File: src/datapath_consts.svh
`ifndef DATAPATH_CONSTS_SVH
`define DATAPATH_CONSTS_SVH

// word size shared by the ALU and both operand banks
`define WORD_WIDTH      16

// instruction field widths, op sits at the top of the word
`define OPCODE_WIDTH    4
`define D_WIDTH         12
`define AB_WIDTH        10

// each bank holds 2**AB_WIDTH words
`define BANK_DEPTH      1024

// write address map in D space
// bank A takes the first BANK_DEPTH words and bank B the next BANK_DEPTH
// anything at or above B_WRITE_BASE + BANK_DEPTH lands in no bank
`define A_WRITE_BASE    0
`define B_WRITE_BASE    1024

`endif

File: src/datapath_pkg.sv
`default_nettype none

`include "datapath_consts.svh"

package datapath_pkg;

    // codes 8 to 15 are not named and execute as a nop
    typedef enum logic [`OPCODE_WIDTH-1:0] {
        OP_ADD  = 0,
        OP_SUB  = 1,
        OP_AND  = 2,
        OP_OR   = 3,
        OP_XOR  = 4,
        OP_PASS = 5,
        OP_MUL  = 6,
        OP_NOP  = 7
    } opcode_e;

    // issued instruction word, 36 bits with op in the top bits
    typedef struct packed {
        opcode_e                op;
        logic [`D_WIDTH-1:0]    d;
        logic [`AB_WIDTH-1:0]   a;
        logic [`AB_WIDTH-1:0]   b;
    } instr_t;

    // registered ALU output, op and D travel with the result to the write stage
    typedef struct packed {
        logic [`WORD_WIDTH-1:0] result;
        opcode_e                op;
        logic [`D_WIDTH-1:0]    d;
        logic                   carry;
    } alu_out_t;

endpackage

`default_nettype wire

File: src/alu.sv
`timescale 1ns/1ps
`default_nettype none

`include "datapath_consts.svh"

module alu
    import datapath_pkg::*;
(
    input  wire                         clock,
    input  wire                         rst_n,

    // issue side, sampled at the same edge as the bank read address
    input  wire opcode_e                op_in,
    input  wire [`D_WIDTH-1:0]          d_in,
    input  wire                         c_in,

    // bank read data, valid one cycle after issue
    input  wire [`WORD_WIDTH-1:0]       a,
    input  wire [`WORD_WIDTH-1:0]       b,

    output alu_out_t                    alu_out
);

    opcode_e                op_q;
    logic [`D_WIDTH-1:0]    d_q;
    logic                   c_q;

    logic [`WORD_WIDTH:0]   sum;
    logic [`WORD_WIDTH-1:0] result_next;
    logic                   carry_next;

    // the op has to be a nop coming out of reset so nothing gets written
    always_ff @(posedge clock) begin
        if (!rst_n) begin
            op_q <= OP_NOP;
        end else begin
            op_q <= op_in;
        end
    end

    // D and carry-in follow the op through the bank read stage
    always_ff @(posedge clock) begin
        d_q <= d_in;
        c_q <= c_in;
    end

    // 17-bit add so the top bit is the carry out
    assign sum = {1'b0, a} + {1'b0, b} + {{`WORD_WIDTH{1'b0}}, c_q};

    always_comb begin
        result_next = '0;
        carry_next  = 1'b0;
        case (op_q)
            OP_ADD: begin
                result_next = sum[`WORD_WIDTH-1:0];
                carry_next  = sum[`WORD_WIDTH];
            end
            OP_SUB: begin
                result_next = a - b;
                // borrow out of the subtract
                carry_next  = (b > a);
            end
            OP_AND: begin
                result_next = a & b;
            end
            OP_OR: begin
                result_next = a | b;
            end
            OP_XOR: begin
                result_next = a ^ b;
            end
            OP_PASS: begin
                result_next = a;
            end
            OP_MUL: begin
                // only the low half of the product is kept
                result_next = a * b;
            end
            default: begin
                result_next = '0;
                carry_next  = 1'b0;
            end
        endcase
    end

    always_ff @(posedge clock) begin
        if (!rst_n) begin
            alu_out.result <= '0;
            alu_out.op     <= OP_NOP;
            alu_out.d      <= '0;
            alu_out.carry  <= 1'b0;
        end else begin
            alu_out.result <= result_next;
            alu_out.op     <= op_q;
            alu_out.d      <= d_q;
            alu_out.carry  <= carry_next;
        end
    end

endmodule

`default_nettype wire

File: config.mk
export PLATFORM = sky130hd
export DESIGN_NAME = alu
export DESIGN_NICKNAME = d
export VERILOG_FILES = /design/src/datapath_pkg.sv /design/src/alu.sv
export VERILOG_INCLUDE_DIRS = /design/src
export SDC_FILE = /design/constraint.sdc
export NUM_CORES = 1
export LEC_CHECK = 0
export ABC_AREA = 1
export BUFFER_PORTS_ARGS = -buffer_cell sky130_fd_sc_hd__clkbuf_2
export CELL_PAD_IN_SITES_DETAIL_PLACEMENT = 1
export CELL_PAD_IN_SITES_GLOBAL_PLACEMENT = 1
export CORE_AREA = 2 2 97 193
export DETAILED_ROUTE_END_ITERATION = 10
export DIE_AREA = 0 0 99 195
export PLACE_DENSITY_LB_ADDON = 0.2
export SYNTH_ARGS = -nofsm -noshare
export SYNTH_HDL_FRONTEND = slang
export SYNTH_SLANG_ARGS = --single-unit
File: constraint.sdc
create_clock -name clock -period 12 [get_ports clock]
set_input_delay 1.8 -clock clock [delete_from_list [all_inputs] [get_ports clock]]
set_output_delay 1.8 -clock clock [all_outputs]
set_load 0.01 [all_outputs]
# Word level (Yosys, flattened, before mapping)
# Cells that the tools add are included.
# op_classes
eq_ne	6
n_bitwise	3
mux	2
n_mul	1
reduce_logical	1
order_cmp	1
addsub	3
# op_table
cell	n
one-hot mux 16 bit (7 select lines)	1
adder 16 x 16 -> 17 bit	1
adder 17 x 1 -> 17 bit	1
AND 16 bit	1
greater-than comparator 16 bit	1
multiplier 16 x 16 -> 16 bit	1
OR 16 bit	1
subtractor 16 bit	1
XOR 16 bit	1
== test 4 x 3 -> 1 bit (second input constant)	3
== test 4 x 2 -> 1 bit (second input constant)	2
== test 4 x 1 -> 1 bit (second input constant)	1
zero test 4 bit	1
one-hot mux 1 bit (2 select lines)	1
# totals
word_cells	24
regBits	50
input_bits	51
out_inout_bits	33

# Logic depth before layout (Yosys ltp)
# logic_depth
ltp_word	3
ltp_mapped	30
ltp_nobuf	29

# Least setup slack after synthesis
# No wires, ideal clock.
# synth_path
path_type	input to register
start	input b[1]
end	register alu_out[31] (netlist bit)
slack_ps	5355
t_arrival_ps	6528
t_required_ps	11883
path_buffers	2
setup_ps	117
path_stages	22
cell_sequence	buf_4 clkbuf_1 nand2_1 fa_1 fa_1 fa_1 fa_1 inv_1 fa_1 inv_1 fa_1 inv_1 ha_1 nand2_1 nor3_1 nand3_1 nand3_1 a21oi_1 o21ai_0 nand3_1 a21oi_1 nor2_1
# synth_via
elab_chain_len	3
word_cells_on_any_way	5
cone_classes	add/sub (3); mul (1); mux (1)
# synth_lines
item	line	source
start: declaration	alu.sv:19	input wire [`WORD_WIDTH-1:0] b,
branches (longest 2 deep; another with multiplier 16 x 16 -> 16 bit)	n/a	
one-hot mux 16 bit (7 select lines) *	alu.sv:53	case (op_q)
end: declaration	alu.sv:21	output alu_out_t alu_out
# Mark *: on every way between the ends.
# A chain may end at the register's enable or synchronous reset.

# Worst setup path in the final report
# layout_path
start	input a[5]
end	register alu_out[32] (netlist bit)
# layout_via
elab_chain_len	3
word_cells_on_any_way	5
cone_classes	add/sub (3); mul (1); mux (1)
# layout_lines
item	line	source
start: declaration	alu.sv:18	input wire [`WORD_WIDTH-1:0] a,
branches (longest 2 deep; another with multiplier 16 x 16 -> 16 bit)	n/a	
one-hot mux 16 bit (7 select lines) *	alu.sv:53	
# Marks and branches as above.

==> results.env <==
STATUS='complete, no violations'
SYNTH_TOP_AREA_SHARE_PCT=19.5
GRT_OVERFLOW=0
GRT_START_MAX_NET_PINS=24
SYN_INST=1220
CRIT_FAMILY='adder cells'
FLOW.AREA_GROWTH_FROM_SYNTHESIS_PCT=6.86
WORST_CLOCK_SKEW_PS=5.75
CLK_LATENCY_PS=300
SYNTH_FA_HA_AREA_SHARE_PCT=34.3
DRT_ITER0_MARKERS=267
LAYOUT-DRIVE-GT1-SHARE_PCT=11.5
FINAL_UTIL_PCT=50.8
WIRE_LENGTH_OF_THE_FIRST_GLOBAL_ROUTING_PASS_UM=45700
TRITONCTS='yes'
SYNTH_TOP_FAMILY_BY_AREA='adder cells'
ROWS=69
SYNTH_SEQ_AREA_SHARE_PCT=11.9
SYNTH_CELL_TYPE_COUNT=51
VDD_DROP_MAX_V=0.0000953
WORSTPATHBUFFERINVERTERCOUNT=6
RSZ0062_AT_GRT='false'
CTS_HTREE_LEVELS=2
COREAREA_UM2=17700
WORSTPATHMAXFANOUT=16
SYNTH.FF_LATCH_COUNT=50
GRT_PASS1_VIAS=9186
YS_DOMINANT_REG_CELL='sky130_fd_sc_hd__dfxtp_1'
SYNTH_AREA_PER_CELL_UM2=6.89
GP_ROUTABILITY_CONGESTION=0.967
PORTION_OF_NETLIST_AREA_OCCUPIED_BY_MUX_CELLS_PCT=0
WORSTPATHREQUIRED_PS=12220
PERIOD_MINUS_SLACK_PS=6900
START_UTIL_PCT=47.5
IOS=84
YS_TOP_CELLS_BY_AREA='sky130_fd_sc_hd__fa_1, sky130_fd_sc_hd__ha_1, sky130_fd_sc_hd__inv_1'
SYNTH_AREA_LEADER_CELL='sky130_fd_sc_hd__fa_1'
WORST_HOLD_PATH_TYPE='flop to flop'
SETUP_VIOLATIONS=0
ANTENNA_FOUND_INITIAL=0
SYNTH_COMMON_CELLS='sky130_fd_sc_hd__inv_1, sky130_fd_sc_hd__nand2_1, sky130_fd_sc_hd__ha_1'
SYNTH_AREA_UM2=8410
TIMING.SETUP.CRITICAL_PATH_CLASS='primary input to flop'
YS_WARN_COUNT=0
POWER.STATIC_LEAKAGE_nW=5.43
ROUTED-VIA-COUNT=8143
POWER_DENSITY_nW_PER_UM2=159
CRITICAL_PATH.MAX_STAGE_DELAY_PS=540
DIE-AREA_UM2=19300
SYNTHESIS.NETS=1452
FINAL_HOLD_VIOL_COUNT=0
FINAL.FILL_COUNT=2474
NUMBER_OF_PORT_BUFFERS=83
DETAILEDPLACEMENTHPWL_UM=24400
DIE_HEIGHT_UM=195
DRT_PASS1_ITERATIONS=4
POST_SYNTH_EDFFS=0
SYNTH_SIMPLE_GATE_AREA_SHARE_PCT=23.7
YOSYS.CELL_COUNT.TOP_TYPE='sky130_fd_sc_hd__inv_1'
ANT_NETS=0
FINISH.INSTANCE_AREA_UM2=8980
WORST-SLEW-PIN-TRANSITION_PS=742
SYNTH_AREA_IN_XOR_XNOR_PCT=0.938
MAX_FREQ_MHz=145
SYNTH_ASYNC_SR_FLOP_SHARE_PCT=0
SLOWEST_STAGE='sky130_fd_sc_hd__fa_1'
CTS_POST_SETUP_BUFFERS_INSERTED=0
TIMING.MAX_CAP.VIOLATIONS=0
CTS-HOLD-FIX-BUFFERS=0
MAXIMUM_ROOT_TO_SINK_BUFFER_COUNT=2
DRT-WIRELENGTH-PER-CELL_UM=19.4
P_TOTAL_mW=1.43
CTS.SINK_COUNT=50
POST_DP_CELL_AREA_UM2=8820
REPORT.FINAL.SLEW_VIOL_COUNT=0
DRCVIOLATIONCOUNT=0
CLOCKROOTBUFFER='sky130_fd_sc_hd__clkbuf_16'
CRIT_ARRIVAL_PS=7120
PATH_CLK_SLEW_PS=60
CTS_REPAIR_RESIZED_INSTS=0
FINAL.PERIOD_UTILIZATION_PCT=57.5
CRITICAL_PATH.STARTPOINT_TYPE='primary input'
ANT_DIODES=0
FINAL_NET_COUNT=1500
TOTALNEGATIVESETUPSLACK_PS=0
MAX-SLEW-MARGIN-REL_PCT=50.4
DIEWIDTH_UM=99
GR-USAGE-ALL-LAYERS_PCT=30.5
SYNTH_COMPOUND_GATE_AREA_SHARE_PCT=11.6
WORSTSETUPENDPOINTTYPE='flop'
DETAIL_ROUTE.VIAS_PER_CELL=5.49
TRITONCTS_BUFFER_COUNT=5
FINAL_ROUTED_WIRELENGTH_ACROSS_ALL_METAL_LAYERS_UM=28800
-- tightest hold or removal path: stages, from the launching register on --
cell and delay [ps]:
sky130_fd_sc_hd__dfxtp_1 310, sky130_fd_sc_hd__nand2_1 40, sky130_fd_sc_hd__inv_1 40
-- layout by cell type, fill, tap and decap left out, types with 11 or more instances in the layout --
cell                       netlist  layout
sky130_fd_sc_hd__nand3_1        58      58
sky130_fd_sc_hd__nand2_1       302     302
sky130_fd_sc_hd__a221oi_1       11      11
sky130_fd_sc_hd__dfxtp_1        50      50
sky130_fd_sc_hd__clkbuf_2        0      83
sky130_fd_sc_hd__inv_2          14      14
sky130_fd_sc_hd__fa_1           82      82
sky130_fd_sc_hd__a21oi_1        52      52
sky130_fd_sc_hd__inv_1         303     303
sky130_fd_sc_hd__nor2_1         51      51
sky130_fd_sc_hd__o21ai_0        32      32
sky130_fd_sc_hd__nand3_2        11      11
sky130_fd_sc_hd__ha_1           99      99
sky130_fd_sc_hd__nand2_2        11      11
sky130_fd_sc_hd__o22ai_1        16      16
-- where the power goes --
part,total [mW],internal (mW),leakage (nW),switching [mW]
registers,0.186,0.181,0.415,0.00522
logic,1.08,0.384,4.94,0.696
clock network,0.159,0.0984,0.0771,0.0606
-- stage by stage --
stage	cells	hold WS, ps	setup WS [ps]
2_1_floorplan	1220	390	5350
3_5_place_dp	1474	407	4780
6_report	1482	418	5100
3_3_place_gp	1474	393	4940
4_1_cts	1482	425	5090
5_1_grt	1482	447	4700
-- metal layers --
layer | up-vias | global-route usage, % | wire length (um)
met5 | - | 0 | 0
met4 | 0 | 22.6 | 2440
met3 | 133 | 1.86 | 813
met2 | 248 | 59.8 | 15900
met1 | 3969 | 28.1 | 9560
li1 | 3793 | - | -
-- logic make-up after synthesis --
| kind of cell | Yosys count |
|---|---|
| and+or+nand+nor | 462 |
| buffers and inverters | 363 |
| adders and majority gates | 181 |
| AOI/OAI and AO/OA | 155 |
| DFF | 50 |
| xor gates and xnor gates | 9 |
-- final timing paths --
kind | endpoint | startpoint | cells past startpoint | slack, ps
min | alu_out[4]$_SDFF_PN0_ | d_q[3]$_DFF_P_ | 2 | 420
min reg2reg | alu_out[4]$_SDFF_PN0_ | d_q[3]$_DFF_P_ | 2 | 420
max | alu_out[32]$_SDFF_PN0_ | a[5] | 27 | 5100
max reg2reg | alu_out[25]$_SDFF_PN0_ | c_q$_DFF_P_ | 13 | 9630
-- layout make-up --
class	instances	area (um^2)	area share, %
Clock buffer	6	129	1.43
Clock inverter	2	37.5	0.418
Sequential cell	50	1000	11.1
Multi-Input combinational cell	807	5920	65.9
Tap cell	213	267	2.97
Timing Repair Buffer	84	423	4.71
Inverter	320	1200	13.4
-- registers in the layout, indices dropped and copies added, names as in the netlist --
signal   flops
d_q         12
alu_out     33
c_q          1
op_q         4
Note: power is estimated with default switching activity, not from simulation.
